## src/verilog/cart_consts.svh

```systemverilog
// Cartridge load constants
`ifndef CART_CONSTS_SVH
`define CART_CONSTS_SVH

// bus widths
`define CART_ADDR_W 25
`define CART_WORD_W 16

// load_index value of a cheat download
`define CART_INDEX_CODE 8'hFF

// header byte offsets
`define CART_HDR_REGION0 25'h1F0
`define CART_HDR_REGION1 25'h1F2
`define CART_HDR_END 25'h200

// serial field, first and last word, then the word that triggers the lookup
`define CART_SERIAL_FIRST 25'h182
`define CART_SERIAL_LAST 25'h18A
`define CART_SERIAL_CHECK 25'h18C

// light gun sensor delays
`define CART_GUN_DELAY_DEFAULT 8'd44
`define CART_GUN_DELAY_LE 8'd52
`define CART_GUN_DELAY_BC 8'd100

// quirk table serials
`define CART_SN_SRAM_0 "T-081276"
`define CART_SN_SRAM_1 "T-81406 "
`define CART_SN_EEPROM_0 "MK-1215 "
`define CART_SN_EEPROM_1 "G-4060  "
`define CART_SN_NORAM "T-113016"
`define CART_SN_FIFO "T-89016 "
`define CART_SN_SVP "MK-1229 "
`define CART_SN_GUN_LE "T-95096-"
`define CART_SN_GUN_BC "MK-1533 "

`endif

```

## src/verilog/cart_pkg.sv

```systemverilog
// Cartridge load types
`default_nettype none

`include "cart_consts.svh"

package cart_pkg;

	// one loader word, seen as a number or as two ascii characters
	typedef union packed {
		logic [`CART_WORD_W-1:0] raw;
		struct packed {
			logic [7:0] hi;
			logic [7:0] lo;
		} chars;
	} load_word_u;

	// cheat record, integer fields kept in the order the loader sends them
	typedef struct packed {
		logic [31:0] flags;
		logic [31:0] address;
		logic [31:0] compare;
		logic [31:0] replace;
	} cheat_code_t;

	// what the decoder saw in the previous cycle
	typedef enum logic [1:0] {
		kind_rom,
		kind_code,
		kind_code_first,
		kind_none
	} word_kind_e;

endpackage

`default_nettype wire

```

## src/verilog/load_decode.sv

```systemverilog
// Load word decoder
`timescale 1ns/1ps
`default_nettype none

`include "cart_consts.svh"

module load_decode (
	input  logic                    clk_sys,
	input  logic                    rst,
	input  logic                    loading,
	input  logic [7:0]              load_index,
	input  logic [`CART_ADDR_W-1:0] load_addr,
	input  cart_pkg::load_word_u    load_data,
	input  logic                    load_wr,
	input  logic                    load_wait,
	output cart_pkg::word_kind_e    kind,
	output logic [`CART_ADDR_W-1:0] word_addr,
	output cart_pkg::load_word_u    word,
	output logic                    load_start,
	output logic                    load_end
);

	logic accept;
	logic is_code;
	logic loading_q;

	// a word is taken only while a download runs and nothing holds the loader off
	assign accept = loading & load_wr & ~load_wait;
	// all ones index means a cheat file, anything else is rom
	assign is_code = (load_index == `CART_INDEX_CODE);

	//////////////////////////////////////////////////////////////////////
	// word class, valid for exactly one cycle per accepted word
	always_ff @(posedge clk_sys) begin
		if (rst) begin
			kind <= cart_pkg::kind_none;
		end else if (!accept) begin
			kind <= cart_pkg::kind_none;
		end else if (!is_code) begin
			kind <= cart_pkg::kind_rom;
		end else if (load_addr == '0) begin
			// record at address zero also restarts the cheat list
			kind <= cart_pkg::kind_code_first;
		end else begin
			kind <= cart_pkg::kind_code;
		end
	end

	// address and data ride along with kind
	always_ff @(posedge clk_sys) begin
		if (accept) begin
			word_addr <= load_addr;
			word <= load_data;
		end
	end

	//////////////////////////////////////////////////////////////////////
	// download start and end strobes, shared by all execute blocks
	always_ff @(posedge clk_sys) begin
		if (rst) begin
			loading_q <= 1'b0;
			load_start <= 1'b0;
			load_end <= 1'b0;
		end else begin
			loading_q <= loading;
			load_start <= loading & ~loading_q;
			load_end <= ~loading & loading_q;
		end
	end

endmodule

`default_nettype wire

```

## src/verilog/cheat_assembler.sv

```systemverilog
// Cheat record assembler
`timescale 1ns/1ps
`default_nettype none

module cheat_assembler (
	input  logic                   clk_sys,
	input  logic                   rst,
	input  cart_pkg::word_kind_e   kind,
	input  logic [3:0]             word_addr,
	input  cart_pkg::load_word_u   word,
	output cart_pkg::cheat_code_t  code,
	output logic                   code_valid,
	output logic                   code_clear
);

	logic is_cheat;

	assign is_cheat = (kind == cart_pkg::kind_code) || (kind == cart_pkg::kind_code_first);

	// byte offset inside the 16 byte record picks the half word
	always_ff @(posedge clk_sys) begin
		if (is_cheat) begin
			case (word_addr)
				4'd0:  code.flags[15:0] <= word.raw;
				4'd2:  code.flags[31:16] <= word.raw;
				4'd4:  code.address[15:0] <= word.raw;
				4'd6:  code.address[31:16] <= word.raw;
				4'd8:  code.compare[15:0] <= word.raw;
				4'd10: code.compare[31:16] <= word.raw;
				4'd12: code.replace[15:0] <= word.raw;
				4'd14: code.replace[31:16] <= word.raw;
				default: ;
			endcase
		end
	end

	//////////////////////////////////////////////////////////////////////
	// strobes
	always_ff @(posedge clk_sys) begin
		if (rst) begin
			code_valid <= 1'b0;
			code_clear <= 1'b0;
		end else begin
			// replace high is the last half, record is complete with it
			code_valid <= is_cheat && (word_addr == 4'd14);
			code_clear <= (kind == cart_pkg::kind_code_first);
		end
	end

	// each record closes once, and the loader sends at most one word per cycle
	a_valid_single: assert property (@(posedge clk_sys) disable iff (rst)
		code_valid |=> !code_valid)
		else $error("code_valid held for two cycles");

endmodule

`default_nettype wire

```

## src/verilog/region_detect.sv

```systemverilog
// Header region detector
`timescale 1ns/1ps
`default_nettype none

`include "cart_consts.svh"

module region_detect (
	input  logic                    clk_sys,
	input  logic                    rst,
	input  cart_pkg::word_kind_e    kind,
	input  logic [`CART_ADDR_W-1:0] word_addr,
	input  cart_pkg::load_word_u    word,
	input  logic                    load_start,
	input  logic                    load_end,
	output logic                    region_j,
	output logic                    region_u,
	output logic                    region_e,
	output logic                    hdr_ready
);

	logic [3:0] hex_val;
	logic       at_region0;
	logic       at_region1;

	// 'A'..'F' low nibble minus 7 gives the hex digit value 10..15
	assign hex_val = word.chars.lo[3:0] - 4'd7;
	assign at_region0 = (kind == cart_pkg::kind_rom) && (word_addr == `CART_HDR_REGION0);
	assign at_region1 = (kind == cart_pkg::kind_rom) && (word_addr == `CART_HDR_REGION1);

	always_ff @(posedge clk_sys) begin
		if (rst) begin
			region_j <= 1'b0;
			region_u <= 1'b0;
			region_e <= 1'b0;
			hdr_ready <= 1'b0;
		end else begin
			// new download starts with no region known
			if (load_start) begin
				region_j <= 1'b0;
				region_u <= 1'b0;
				region_e <= 1'b0;
			end
			if (load_end) hdr_ready <= 1'b0;

			//////////////////////////////////////////////////////////////
			// low byte, letters at both words, digit code only at the first
			if (at_region0 || at_region1) begin
				if (word.chars.lo == "J") region_j <= 1'b1;
				else if (word.chars.lo == "U") region_u <= 1'b1;
				else if (word.chars.lo == "E") region_e <= 1'b1;
				else if (at_region0 && word.chars.lo >= "0" && word.chars.lo <= "9") begin
					// digit is a bit mask, bit 1 unused
					region_e <= word.chars.lo[3];
					region_u <= word.chars.lo[2];
					region_j <= word.chars.lo[0];
				end else if (at_region0 && word.chars.lo >= "A" && word.chars.lo <= "F") begin
					region_e <= hex_val[3];
					region_u <= hex_val[2];
					region_j <= hex_val[0];
				end
			end

			// high byte only ever adds a letter
			if (at_region0 || at_region1) begin
				if (word.chars.hi == "J") region_j <= 1'b1;
				else if (word.chars.hi == "U") region_u <= 1'b1;
				else if (word.chars.hi == "E") region_e <= 1'b1;
			end

			// header fully seen
			if (kind == cart_pkg::kind_rom && word_addr == `CART_HDR_END) hdr_ready <= 1'b1;
		end
	end

endmodule

`default_nettype wire

```

## src/verilog/quirk_lookup.sv

```systemverilog
// Cart serial quirk lookup
`timescale 1ns/1ps
`default_nettype none

`include "cart_consts.svh"

module quirk_lookup (
	input  logic                    clk_sys,
	input  logic                    rst,
	input  cart_pkg::word_kind_e    kind,
	input  logic [`CART_ADDR_W-1:0] word_addr,
	input  cart_pkg::load_word_u    word,
	input  logic                    load_start,
	output logic                    sram_quirk,
	output logic                    eeprom_quirk,
	output logic                    noram_quirk,
	output logic                    fifo_quirk,
	output logic                    svp_quirk,
	output logic                    gun_type,
	output logic [7:0]              gun_sensor_delay
);

	logic        is_rom;
	// eight characters, first one in the top byte
	logic [63:0] serial;

	assign is_rom = (kind == cart_pkg::kind_rom);

	//////////////////////////////////////////////////////////////////////
	// serial capture
	always_ff @(posedge clk_sys) begin
		if (is_rom) begin
			if (word_addr == `CART_SERIAL_FIRST) serial[63:56] <= word.chars.hi;
			if (word_addr == `CART_SERIAL_FIRST + 25'd2) serial[55:40] <= word.raw;
			if (word_addr == `CART_SERIAL_FIRST + 25'd4) serial[39:24] <= word.raw;
			if (word_addr == `CART_SERIAL_FIRST + 25'd6) serial[23:8] <= word.raw;
			if (word_addr == `CART_SERIAL_LAST) serial[7:0] <= word.chars.lo;
		end
	end

	//////////////////////////////////////////////////////////////////////
	// table lookup, one word after the serial is complete
	always_ff @(posedge clk_sys) begin
		if (rst) begin
			sram_quirk <= 1'b0;
			eeprom_quirk <= 1'b0;
			noram_quirk <= 1'b0;
			fifo_quirk <= 1'b0;
			svp_quirk <= 1'b0;
			gun_type <= 1'b0;
			gun_sensor_delay <= `CART_GUN_DELAY_DEFAULT;
		end else begin
			if (load_start) begin
				sram_quirk <= 1'b0;
				eeprom_quirk <= 1'b0;
				noram_quirk <= 1'b0;
				fifo_quirk <= 1'b0;
				svp_quirk <= 1'b0;
			end
			if (is_rom && word_addr == `CART_SERIAL_CHECK) begin
				case (serial)
					`CART_SN_SRAM_0, `CART_SN_SRAM_1: sram_quirk <= 1'b1;
					`CART_SN_EEPROM_0, `CART_SN_EEPROM_1: eeprom_quirk <= 1'b1;
					// fake ram check in the game, must see no ram
					`CART_SN_NORAM: noram_quirk <= 1'b1;
					`CART_SN_FIFO: fifo_quirk <= 1'b1;
					`CART_SN_SVP: svp_quirk <= 1'b1;
					default: ;
				endcase

				// light gun type and timing, defaults for everything else
				if (serial == `CART_SN_GUN_LE) begin
					gun_type <= 1'b1;
					gun_sensor_delay <= `CART_GUN_DELAY_LE;
				end else if (serial == `CART_SN_GUN_BC) begin
					gun_type <= 1'b0;
					gun_sensor_delay <= `CART_GUN_DELAY_BC;
				end else begin
					gun_type <= 1'b0;
					gun_sensor_delay <= `CART_GUN_DELAY_DEFAULT;
				end
			end
		end
	end

endmodule

`default_nettype wire

```

## src/verilog/rom_write_port.sv

```systemverilog
// ROM memory write port
`timescale 1ns/1ps
`default_nettype none

`include "cart_consts.svh"

module rom_write_port (
	input  logic                    clk_sys,
	input  logic                    rst,
	input  cart_pkg::word_kind_e    kind,
	input  logic [`CART_ADDR_W-1:0] word_addr,
	input  cart_pkg::load_word_u    word,
	input  logic                    mem_ack,
	output logic [`CART_ADDR_W-2:0] mem_addr,
	output logic [`CART_WORD_W-1:0] mem_data,
	output logic                    mem_req,
	output logic                    load_wait
);

	logic rom_word;
	// write handed to memory, ack not yet back
	logic busy;

	assign rom_word = (kind == cart_pkg::kind_rom);
	// hold off the loader already in the cycle the word is classified
	assign load_wait = busy | rom_word;

	always_ff @(posedge clk_sys) begin
		if (rst) begin
			busy <= 1'b0;
			mem_req <= 1'b0;
		end else if (rom_word) begin
			busy <= 1'b1;
			mem_req <= ~mem_req;
		end else if (busy && (mem_ack == mem_req)) begin
			busy <= 1'b0;
		end
	end

	// word address, rom is big endian so swap the bytes
	always_ff @(posedge clk_sys) begin
		if (rom_word) begin
			mem_addr <= word_addr[`CART_ADDR_W-1:1];
			mem_data <= {word.chars.lo, word.chars.hi};
		end
	end

	// load_wait must have stopped the loader before the next rom word
	a_no_overlap: assert property (@(posedge clk_sys) disable iff (rst)
		rom_word |-> !busy)
		else $error("rom word while memory write outstanding");

endmodule

`default_nettype wire

```

## src/verilog/cart_loader.sv

```systemverilog
// Cartridge load path top
`timescale 1ns/1ps
`default_nettype none

`include "cart_consts.svh"

module cart_loader (
	input  logic                    clk_sys,
	input  logic                    rst,
	// loader side
	input  logic                    loading,
	input  logic [7:0]              load_index,
	input  logic [`CART_ADDR_W-1:0] load_addr,
	input  logic [`CART_WORD_W-1:0] load_data,
	input  logic                    load_wr,
	output logic                    load_wait,
	// memory side
	output logic [`CART_ADDR_W-2:0] mem_addr,
	output logic [`CART_WORD_W-1:0] mem_data,
	output logic                    mem_req,
	input  logic                    mem_ack,
	// cheats
	output cart_pkg::cheat_code_t   code,
	output logic                    code_valid,
	output logic                    code_clear,
	// header results
	output logic                    region_j,
	output logic                    region_u,
	output logic                    region_e,
	output logic                    hdr_ready,
	output logic                    sram_quirk,
	output logic                    eeprom_quirk,
	output logic                    noram_quirk,
	output logic                    fifo_quirk,
	output logic                    svp_quirk,
	output logic                    gun_type,
	output logic [7:0]              gun_sensor_delay
);

	cart_pkg::word_kind_e    kind;
	logic [`CART_ADDR_W-1:0] word_addr;
	cart_pkg::load_word_u    word;
	logic                    load_start;
	logic                    load_end;

	//////////////////////////////////////////////////////////////////////
	// decode stage
	load_decode load_decode_i (
		.clk_sys(clk_sys), .rst(rst), .loading(loading), .load_index(load_index),
		.load_addr(load_addr), .load_data(load_data), .load_wr(load_wr),
		.load_wait(load_wait), .kind(kind), .word_addr(word_addr), .word(word),
		.load_start(load_start), .load_end(load_end)
	);

	//////////////////////////////////////////////////////////////////////
	// execute blocks
	cheat_assembler cheat_assembler_i (
		.clk_sys(clk_sys), .rst(rst), .kind(kind), .word_addr(word_addr[3:0]),
		.word(word), .code(code), .code_valid(code_valid), .code_clear(code_clear)
	);

	region_detect region_detect_i (
		.clk_sys(clk_sys), .rst(rst), .kind(kind), .word_addr(word_addr), .word(word),
		.load_start(load_start), .load_end(load_end), .region_j(region_j),
		.region_u(region_u), .region_e(region_e), .hdr_ready(hdr_ready)
	);

	quirk_lookup quirk_lookup_i (
		.clk_sys(clk_sys), .rst(rst), .kind(kind), .word_addr(word_addr), .word(word),
		.load_start(load_start), .sram_quirk(sram_quirk), .eeprom_quirk(eeprom_quirk),
		.noram_quirk(noram_quirk), .fifo_quirk(fifo_quirk), .svp_quirk(svp_quirk),
		.gun_type(gun_type), .gun_sensor_delay(gun_sensor_delay)
	);

	// rom words out to memory, back-pressure to the loader
	rom_write_port rom_write_port_i (
		.clk_sys(clk_sys), .rst(rst), .kind(kind), .word_addr(word_addr), .word(word),
		.mem_ack(mem_ack), .mem_addr(mem_addr), .mem_data(mem_data), .mem_req(mem_req),
		.load_wait(load_wait)
	);

endmodule

`default_nettype wire

```

## config.mk

```make
export PLATFORM = sky130hd
export DESIGN_NAME = cart_loader
export DESIGN_NICKNAME = d
export VERILOG_FILES = /design/src/verilog/cart_pkg.sv /design/src/verilog/load_decode.sv /design/src/verilog/cheat_assembler.sv /design/src/verilog/region_detect.sv /design/src/verilog/quirk_lookup.sv /design/src/verilog/rom_write_port.sv /design/src/verilog/cart_loader.sv
export VERILOG_INCLUDE_DIRS = /design/src /design/src/verilog
export SDC_FILE = /design/constraint.sdc
export NUM_CORES = 1
export LEC_CHECK = 0
export BUFFER_PORTS_ARGS = -buffer_cell sky130_fd_sc_hd__buf_2
export CORE_MARGIN = 2
export CORE_UTILIZATION = 55
export CTS_BUF_LIST = sky130_fd_sc_hd__clkbuf_8
export CTS_CLUSTER_SIZE = 14
export DETAILED_ROUTE_END_ITERATION = 8
export PLACE_DENSITY = 0.93
export RECOVER_POWER = 100
export SLEW_MARGIN = 20
export SYNTH_ARGS = -nofsm -noshare
export SYNTH_HDL_FRONTEND = slang
export SYNTH_SLANG_ARGS = --single-unit
```

## constraint.sdc

```tcl
create_clock -name clk_sys -period 4 [get_ports clk_sys]
set_input_delay 0.8 -clock clk_sys [delete_from_list [all_inputs] [get_ports clk_sys]]
set_output_delay 0.8 -clock clk_sys [all_outputs]
set_load 0.03 [all_outputs]
```

==> results of run 1 <==
-- cells in the mapped netlist, types with 3 or more instances --
master / instances / share of area (%)
and3_1: 3 / 0.18
nor4_1: 17 / 1.0
clkbuf_1: 3 / 0.11
or4b_1: 3 / 0.30
nor3_1: 16 / 0.79
nand2_1: 21 / 0.77
a21oi_1: 15 / 0.74
nor2b_1: 13 / 0.80
nand3_1: 9 / 0.44
nor4b_1: 4 / 0.34
nand4b_1: 4 / 0.34
buf_4: 8 / 0.59
edfxtp_1: 273 / 81
nand2b_1: 14 / 0.86
inv_1: 4 / 0.15
or4_1: 6 / 0.44
or2_2: 3 / 0.18
nor2_1: 37 / 1.4
nor3b_1: 3 / 0.22
nor4bb_1: 5 / 0.49
nand4_1: 10 / 0.61
nand4bb_1: 4 / 0.44
or3_1: 5 / 0.31
dfxtp_1: 21 / 4.1
nand3b_1: 5 / 0.37
-- state kept, by name, summed over array words and instances (netlist names), 2 cells and up --
name and cells:
cheat_assembler_i.code 128, quirk_lookup_i.serial 64, load_decode_i.word_addr 25, rom_write_port_i.mem_addr 24, load_decode_i.word 16, rom_write_port_i.mem_data 16
quirk_lookup_i.gun_sensor_delay 3, load_decode_i.kind 2
-- final cells by class --
| class | count | area, sq um | share of cell area, % |
|---|---|---|---|
| multi-input cells | 240 | 1460 | 11.8 |
| flip-flops and latches | 294 | 8620 | 69.8 |
| well taps | 229 | 287 | 2.32 |
| repair buffers | 250 | 980 | 7.93 |
| clock inverters | 35 | 358 | 2.90 |
| clock buffers | 46 | 633 | 5.13 |
| inverters | 4 | 15.0 | 0.122 |
-- logic make-up after synthesis --
group                    after synthesis
flip-flops                           294
multiplexers                           2
adder cells (fa/ha/maj)                2
other                                  2
AND/OR/NAND/NOR                      196
buffers and inverters                 16
AO/OA/AOI/OAI                         32
XOR/XNOR                               3
-- worst max-delay path by stage --
| stage | from | depth (start not counted) | slack (ns) | end |
|---|---|---|---|---|
| 4_1_cts | load_decode_i.kind[0]$_SDFF_PP1_ | 6 | 1.17 | load_wait |
| 3_5_place_dp | load_decode_i.word_addr[13]$_DFFE_PP_ | 5 | 1.40 | quirk_lookup_i.serial[57]$_DFFE_PP_ |
| 2_1_floorplan | load_decode_i.kind[0]$_SDFF_PP1_ | 9 | 0.61 | region_detect_i.region_j$_SDFF_PP0_ |
| 3_3_place_gp | load_decode_i.kind[0]$_SDFF_PP1_ | 8 | 1.62 | region_detect_i.region_j$_SDFF_PP0_ |
| 5_1_grt | load_decode_i.kind[0]$_SDFF_PP1_ | 7 | 0.64 | load_decode_i.kind[1]$_SDFF_PP1_ |
| 6_report | load_decode_i.kind[0]$_SDFF_PP1_ | 7 | 0.89 | load_decode_i.kind[1]$_SDFF_PP1_ |
-- layout by cell type (no fill, tap or decap), types with 6 or more instances in the layout --
cell type  instances
nor2_1            37
dfxtp_1           21
bufinv_16          8
clkbuf_8          46
clkbuf_1         219
nand3_1            9
or4_1              7
nand2_1           21
nand2b_1          14
nor3_1            16
nand4_1           10
edfxtp_1         273
buf_2             30
nor2b_1           13
clkinv_1           6
a21oi_1           15
nor4_1            19
inv_1             18
-- where the power goes --
group | total [mW] | internal (mW) | switching (mW)
sequential | 3.44 | 3.39 | 0.0561
combinational | 0.104 | 0.0300 | 0.0740
clock | 2.72 | 1.59 | 1.13
-- critical path, stage by stage (launching register included) --
cell and delay, ns:
dfxtp_1 0.33, inv_1 0.06, ha_1 0.21, buf_4 0.31, nor2_1 0.21, and3_1 1.45, nor2b_1 0.29, o41ai_1 0.11
-- per-layer routing --
metal / wire [um] / vias up
met5: 0 / -
met4: 1020 / 0
met3: 2180 / 78
met2: 12800 / 367
met1: 9040 / 3044
li1: - / 2732
-- stage by stage --
stage	setup slack, ns	utilization (%)	instances	total power, mW
finish	0.894	68.3	1098	6.27
global route	0.639	68.3	1098	6.42
CTS	1.17	70.1	1098	6.31
detailed placement	1.40	64.7	1017	3.62
global placement	1.62	64.7	1017	3.61
floorplan	0.605	-	550	3.54
==> qor.csv, run 1 <==
stage,metric,value,unit
run_status,status,"finished, violations left",
run_status,violations,"DRC, capacitance limit, slew limit",
setup_path,r2r_slack,0.89,ns
global_route,grt_pass1_vias,6330,
synthesis,netlist_area,10200,sq um
global_route,grt.met1_usage,30.2,%
global_route,grt_pass1_wl,36200,um
synthesis,synth_cells,547,
setup_path,reg2reg_depth,7,
placement,place_congestion,0.938,
clock_network,clk_pin_slew,0.07,ns
global_route,grt.met3_usage,7.18,%
clock_network,cts_buffer_depth,3,
synthesis,seq_area_frac_synth,84.7,%
floorplan,design.die.area,19600,sq um
placement,hpwl,16100,um
synthesis,synth_cell_type_count,53,
synthesis,ys_seq_elements,294,
timing,max_freq,322,MHz
clock_network,cts_tree,done,
timing,hold_viol_final,0,
finish,drive_gt1_share,11.2,%
synthesis,synthArstFlopShare,0,%
clock_network,ctsHoldBuffers,0,
synthesis,synthMuxAreaShare,0.197,%
timing,whs,0.420,ns
route,first_pass_iters,7,
timing,setup_violations,0,
worst_hold_path,holdCritPathClass,in -> reg,
setup_path,worstReg2RegStart,load_decode_i.kind[0]$_SDFF_PP1_,
route,avgViaCountPerCell,5.67,
placement,portBuffers,238,
synthesis,synthXorXnorAreaFrac,0.258,%
finish,n_fill_cell,1234,
global_route,grt_most_used_layer,met2,
global_route,grt_usage,24.9,%
floorplan,fp.coreArea,18100,sq um
finish,design_area,12300,sq um
timing,rsz0062_at_grt,false,
setup_path,crit_arrival,3.52,ns
synthesis,yosysWarnings,0,
floorplan,ios,244,
synthesis,synth_compound_area_share,2.05,%
synthesis,synthAdderAreaFrac,0.246,%
route,wl,25000,um
setup_path,cp.required,4.42,ns
finish,area_delta_synth_final,21.3,%
floorplan,dieHeight,140,um
timing,finalCriticalPeriod,3.11,ns
route,drc_errors,5,
synthesis,synth-edff-count,273,
placement,placed_area,11700,sq um
floorplan,num_rows,49,
setup_path,crit_type,reg -> reg,
power_and_ir_drop,pwr_density_cell,508,nW/um^2
finish,layout.nets,890,
global_route,grt_antenna_before_repair,0,
clock_network,cts-buffers-inserted,44,
clock_network,clock_latency,0.55,ns
timing,setup_tns,0,ns
route,wl_per_cell,22.8,um
timing,worst_slew_pin_slew,1.88,ns
global_route,grt_overflow,0,
power_and_ir_drop,peakVddDrop,507,uV
timing,slew_headroom,-25.2,%
worst_hold_path,hold_depth,1,
clock_network,cts-root-buf,clkbuf_8,
setup_path,cp_max_fo,43,
timing,fin_crit_sh,77.6,%
worst_hold_path,whs_endpoint,load_decode_i.word[12]$_DFFE_PP_,
global_route,grt_max_degree,44,
clock_network,clock_sinks,294,
route,antenna_left,0,
worst_hold_path,hold_start,load_data[12],
finish,num_antenna_cells,0,
global_route,grtUsageMet2,41.6,%
synthesis,avgSynthCellArea,18.6,sq um
setup_path,reg2reg_to,load_decode_i.kind[1]$_SDFF_PP1_,
clock_network,cts-resized-gates,0,
setup_path,crit_path_start_kind,flip-flop,
floorplan,die_x,140,um
route,num_vias,6221,
floorplan,initial_utilization,56.3,%
synthesis,synthSimpleGateAreaFrac,11.6,%
clock_network,postCtsSetupBuffers,0,
power_and_ir_drop,p_leak,3.98,nW
clock_network,htree_levels,2,
timing,clock_skew,0.0183,ns
synthesis,synth_flop_cell,edfxtp_1,
route,drtIter0Drc,507,
timing,slew_violations,43,
flow_run,maxCapViolCount,1,
synthesis,synth_top_family_by_area,simple AND/OR/NAND/NOR gates,
setup_path,endpoint_kind,flip-flop,
(Power assumes the default switching activity.)
==> run 2, diff against run 1 <==
--- a/config.mk
+++ b/config.mk
@@ -8,11 +8,11 @@
 export LEC_CHECK = 0
 export BUFFER_PORTS_ARGS = -buffer_cell sky130_fd_sc_hd__buf_2
 export CORE_MARGIN = 2
-export CORE_UTILIZATION = 55
+export CORE_UTILIZATION = 50
 export CTS_BUF_LIST = sky130_fd_sc_hd__clkbuf_8
 export CTS_CLUSTER_SIZE = 14
 export DETAILED_ROUTE_END_ITERATION = 8
-export PLACE_DENSITY = 0.93
+export PLACE_DENSITY = 0.89
 export RECOVER_POWER = 100
 export SLEW_MARGIN = 20
 export SYNTH_ARGS = -nofsm -noshare
==> constraint.sdc (replaced) <==
create_clock -name clk_sys -period 2.5 [get_ports clk_sys]
set_input_delay 0.5 -clock clk_sys [delete_from_list [all_inputs] [get_ports clk_sys]]
set_output_delay 0.5 -clock clk_sys [all_outputs]
set_load 0.03 [all_outputs]
==> run 2 against run 1 <==
  * The flow now finishes without violations
  * Sequential share of layout area is 0.16 points higher
  * Power is 44% higher
  * First-iteration DRC count is 6.1% higher
  * Cell count is 5.2% higher
  * Critical endpoint is now region_detect_i.region_j$_SDFF_PP0_
  * Largest power group unchanged
==> qor.csv, run 2 (synthesized netlist as in run 1, its figures left out) <==
stage,metric,value,unit
global_route,grt_most_used_layer,met2,
setup_path,crit_arrival,2.78,ns
global_route,grt_usage,22.6,%
route,num_vias,6187,
global_route,grt.met1_usage,28.0,%
floorplan,design.die.area,21500,sq um
route,first_pass_iters,7,
route,avgViaCountPerCell,5.36,
clock_network,cts-root-buf,clkbuf_8,
global_route,grt_pass1_vias,6323,
setup_path,cp.required,2.90,ns
route,antenna_left,0,
global_route,grt_pass1_wl,36500,um
power_and_ir_drop,p_leak,3.90,nW
power_and_ir_drop,totalPowerFinal,9.01,mW
setup_path,crit_path_cell_trace,inv_1 > ha_4 > nor4b_4 > nand4_1 > or2_1 > or4b_1 > a2111oi_4 > a211oi_1,
setup_path,cpMaxStageDelayCell,or4b_1,
global_route,grt_antenna_before_repair,0,
setup_path,cp.buffers_inverters,1,
finish,fin_cells,1155,
clock_network,htree_levels,2,
setup_path,endpoint_kind,flip-flop,
route,drtIter0Drc,538,
global_route,grt_max_degree,44,
setup_path,cp_max_fo,6,
floorplan,dieHeight,147,um
placement,place_inst,1079,
clock_network,postCtsSetupBuffers,0,
run_status,status,"complete, no violations",
power_and_ir_drop,clkPwrFrac,36.9,%
finish,finish.utilization,61.3,%
clock_network,clk_pin_slew,0.06,ns
timing,hold_viol_final,0,
placement,placed_area,11900,sq um
placement,portBuffers,238,
timing,slew_headroom,31.8,%
finish,largest_register_ffs,128,
power_and_ir_drop,pwr_density_cell,732,nW/um^2
floorplan,initial_utilization,50.6,%
power_and_ir_drop,netSwitchingFraction,21.2,%
finish,multi_input_area,1520,sq um
worst_hold_path,holdCritPathClass,in -> reg,
finish,drive_gt1_share,11.2,%
clock_network,ctsHoldBuffers,0,
floorplan,ios,244,
clock_network,clock_sinks,294,
timing,whs,0.138,ns
timing,clock_skew,0.0144,ns
timing,finalCriticalPeriod,2.38,ns
global_route,grtUsageMet2,37.6,%
finish,seq_area,8620,sq um
clock_network,clock_latency,0.54,ns
finish,final_common_cell,edfxtp_1,
placement,place_ws,0.0646,ns
setup_path,crit_type,reg -> reg,
finish,num_antenna_cells,0,
placement,hpwl,16600,um
finish,layout_common_cells,"edfxtp_1 (273), clkbuf_1 (231), clkbuf_8 (44)",
placement,place_congestion,0.969,
clock_network,cts_tree,done,
setup_path,crit_path_start_kind,flip-flop,
floorplan,die_x,147,um
setup_path,cpPeakStageDelay,0.61,ns
timing,setup_violations,0,
timing,postLayoutSetupSlackWorst,0.115,ns
route,wl,24700,um
power_and_ir_drop,peakVddDrop,501,uV
finish,design_area,12300,sq um
timing,slew_violations,0,
setup_path,critPathTopFamily,simple AND/OR/NAND/NOR gates,
timing,max_freq,419,MHz
finish,area_delta_synth_final,21.0,%
power_and_ir_drop,p_sw,1.91,mW
global_route,grt.met3_usage,6.47,%
finish,layout.nets,910,
clock_network,cts-buffers-inserted,43,
power_and_ir_drop,seq_power_share,60.6,%
route,wl_per_cell,21.4,um
timing,fin_crit_sh,95.4,%
clock_network,cts_buffer_depth,3,
power_and_ir_drop,intPower,7.11,mW
timing,setup_tns,0,ns
finish,n_fill_cell,1486,
route,drc_errors,0,
flow_run,maxCapViolCount,0,
floorplan,fp.coreArea,20100,sq um
floorplan,num_rows,52,
power_and_ir_drop,combPwrFrac,2.5,%
global_route,grt_overflow,0,
timing,worst_slew_pin_slew,1.02,ns
[run 2: power by group through the flow]
stage | Combinational, mW | Sequential [mW] | Clock [mW]
4_1_cts | 0.248 | 5.46 | 3.38
3_5_place_dp | 0.246 | 5.56 | 0
6_report | 0.228 | 5.46 | 3.33
3_3_place_gp | 0.240 | 5.56 | 0
5_1_grt | 0.242 | 5.46 | 3.59
2_1_floorplan | 0.0707 | 5.59 | 0
[run 2: what timing repair did]
action	CTS	global route
endpoints found under the setup margin	1	2
resized for setup	1	4
pin swaps	0	0
[run 2: per-layer routing]
layer | share of wire [%] | routed length, um
met4 | 2.9 | 725
met5 | 0 | 0
met2 | 51 | 12500
met1 | 38 | 9380
met3 | 8.3 | 2060
[run 2: layout make-up]
class / instances / area share (%)
clock buffer: 44 / 4.92
clock inverter: 32 / 1.06
inverter: 4 / 0.122
multi-input combinational: 240 / 12.4
sequential: 294 / 70.0
tap: 270 / 2.74
timing repair buffer: 271 / 8.84
[run 2: worst paths after layout]
kind,from,end,slack (ns),depth (start not counted)
worst max-delay path,load_decode_i.kind[0]$_SDFF_PP1_,region_detect_i.region_j$_SDFF_PP0_,0.12,8
worst min register to register,load_decode_i.loading_q$_SDFF_PP0_,load_decode_i.load_start$_SDFF_PP0_,0.42,1
worst min-delay path,load_data[12],load_decode_i.word[12]$_DFFE_PP_,0.14,1
worst max register to register,load_decode_i.kind[0]$_SDFF_PP1_,region_detect_i.region_j$_SDFF_PP0_,0.12,8
[run 2: worst reg2reg max path, delay by kind of cell (launching register included)]
| family | cells | cell delay, ns |
|---|---|---|
| fa+ha+maj | 1 | 0.15 |
| flops | 1 | 0.30 |
| buf+inv | 1 | 0.10 |
| compound gates | 2 | 0.35 |
| simple gates | 4 | 1.35 |
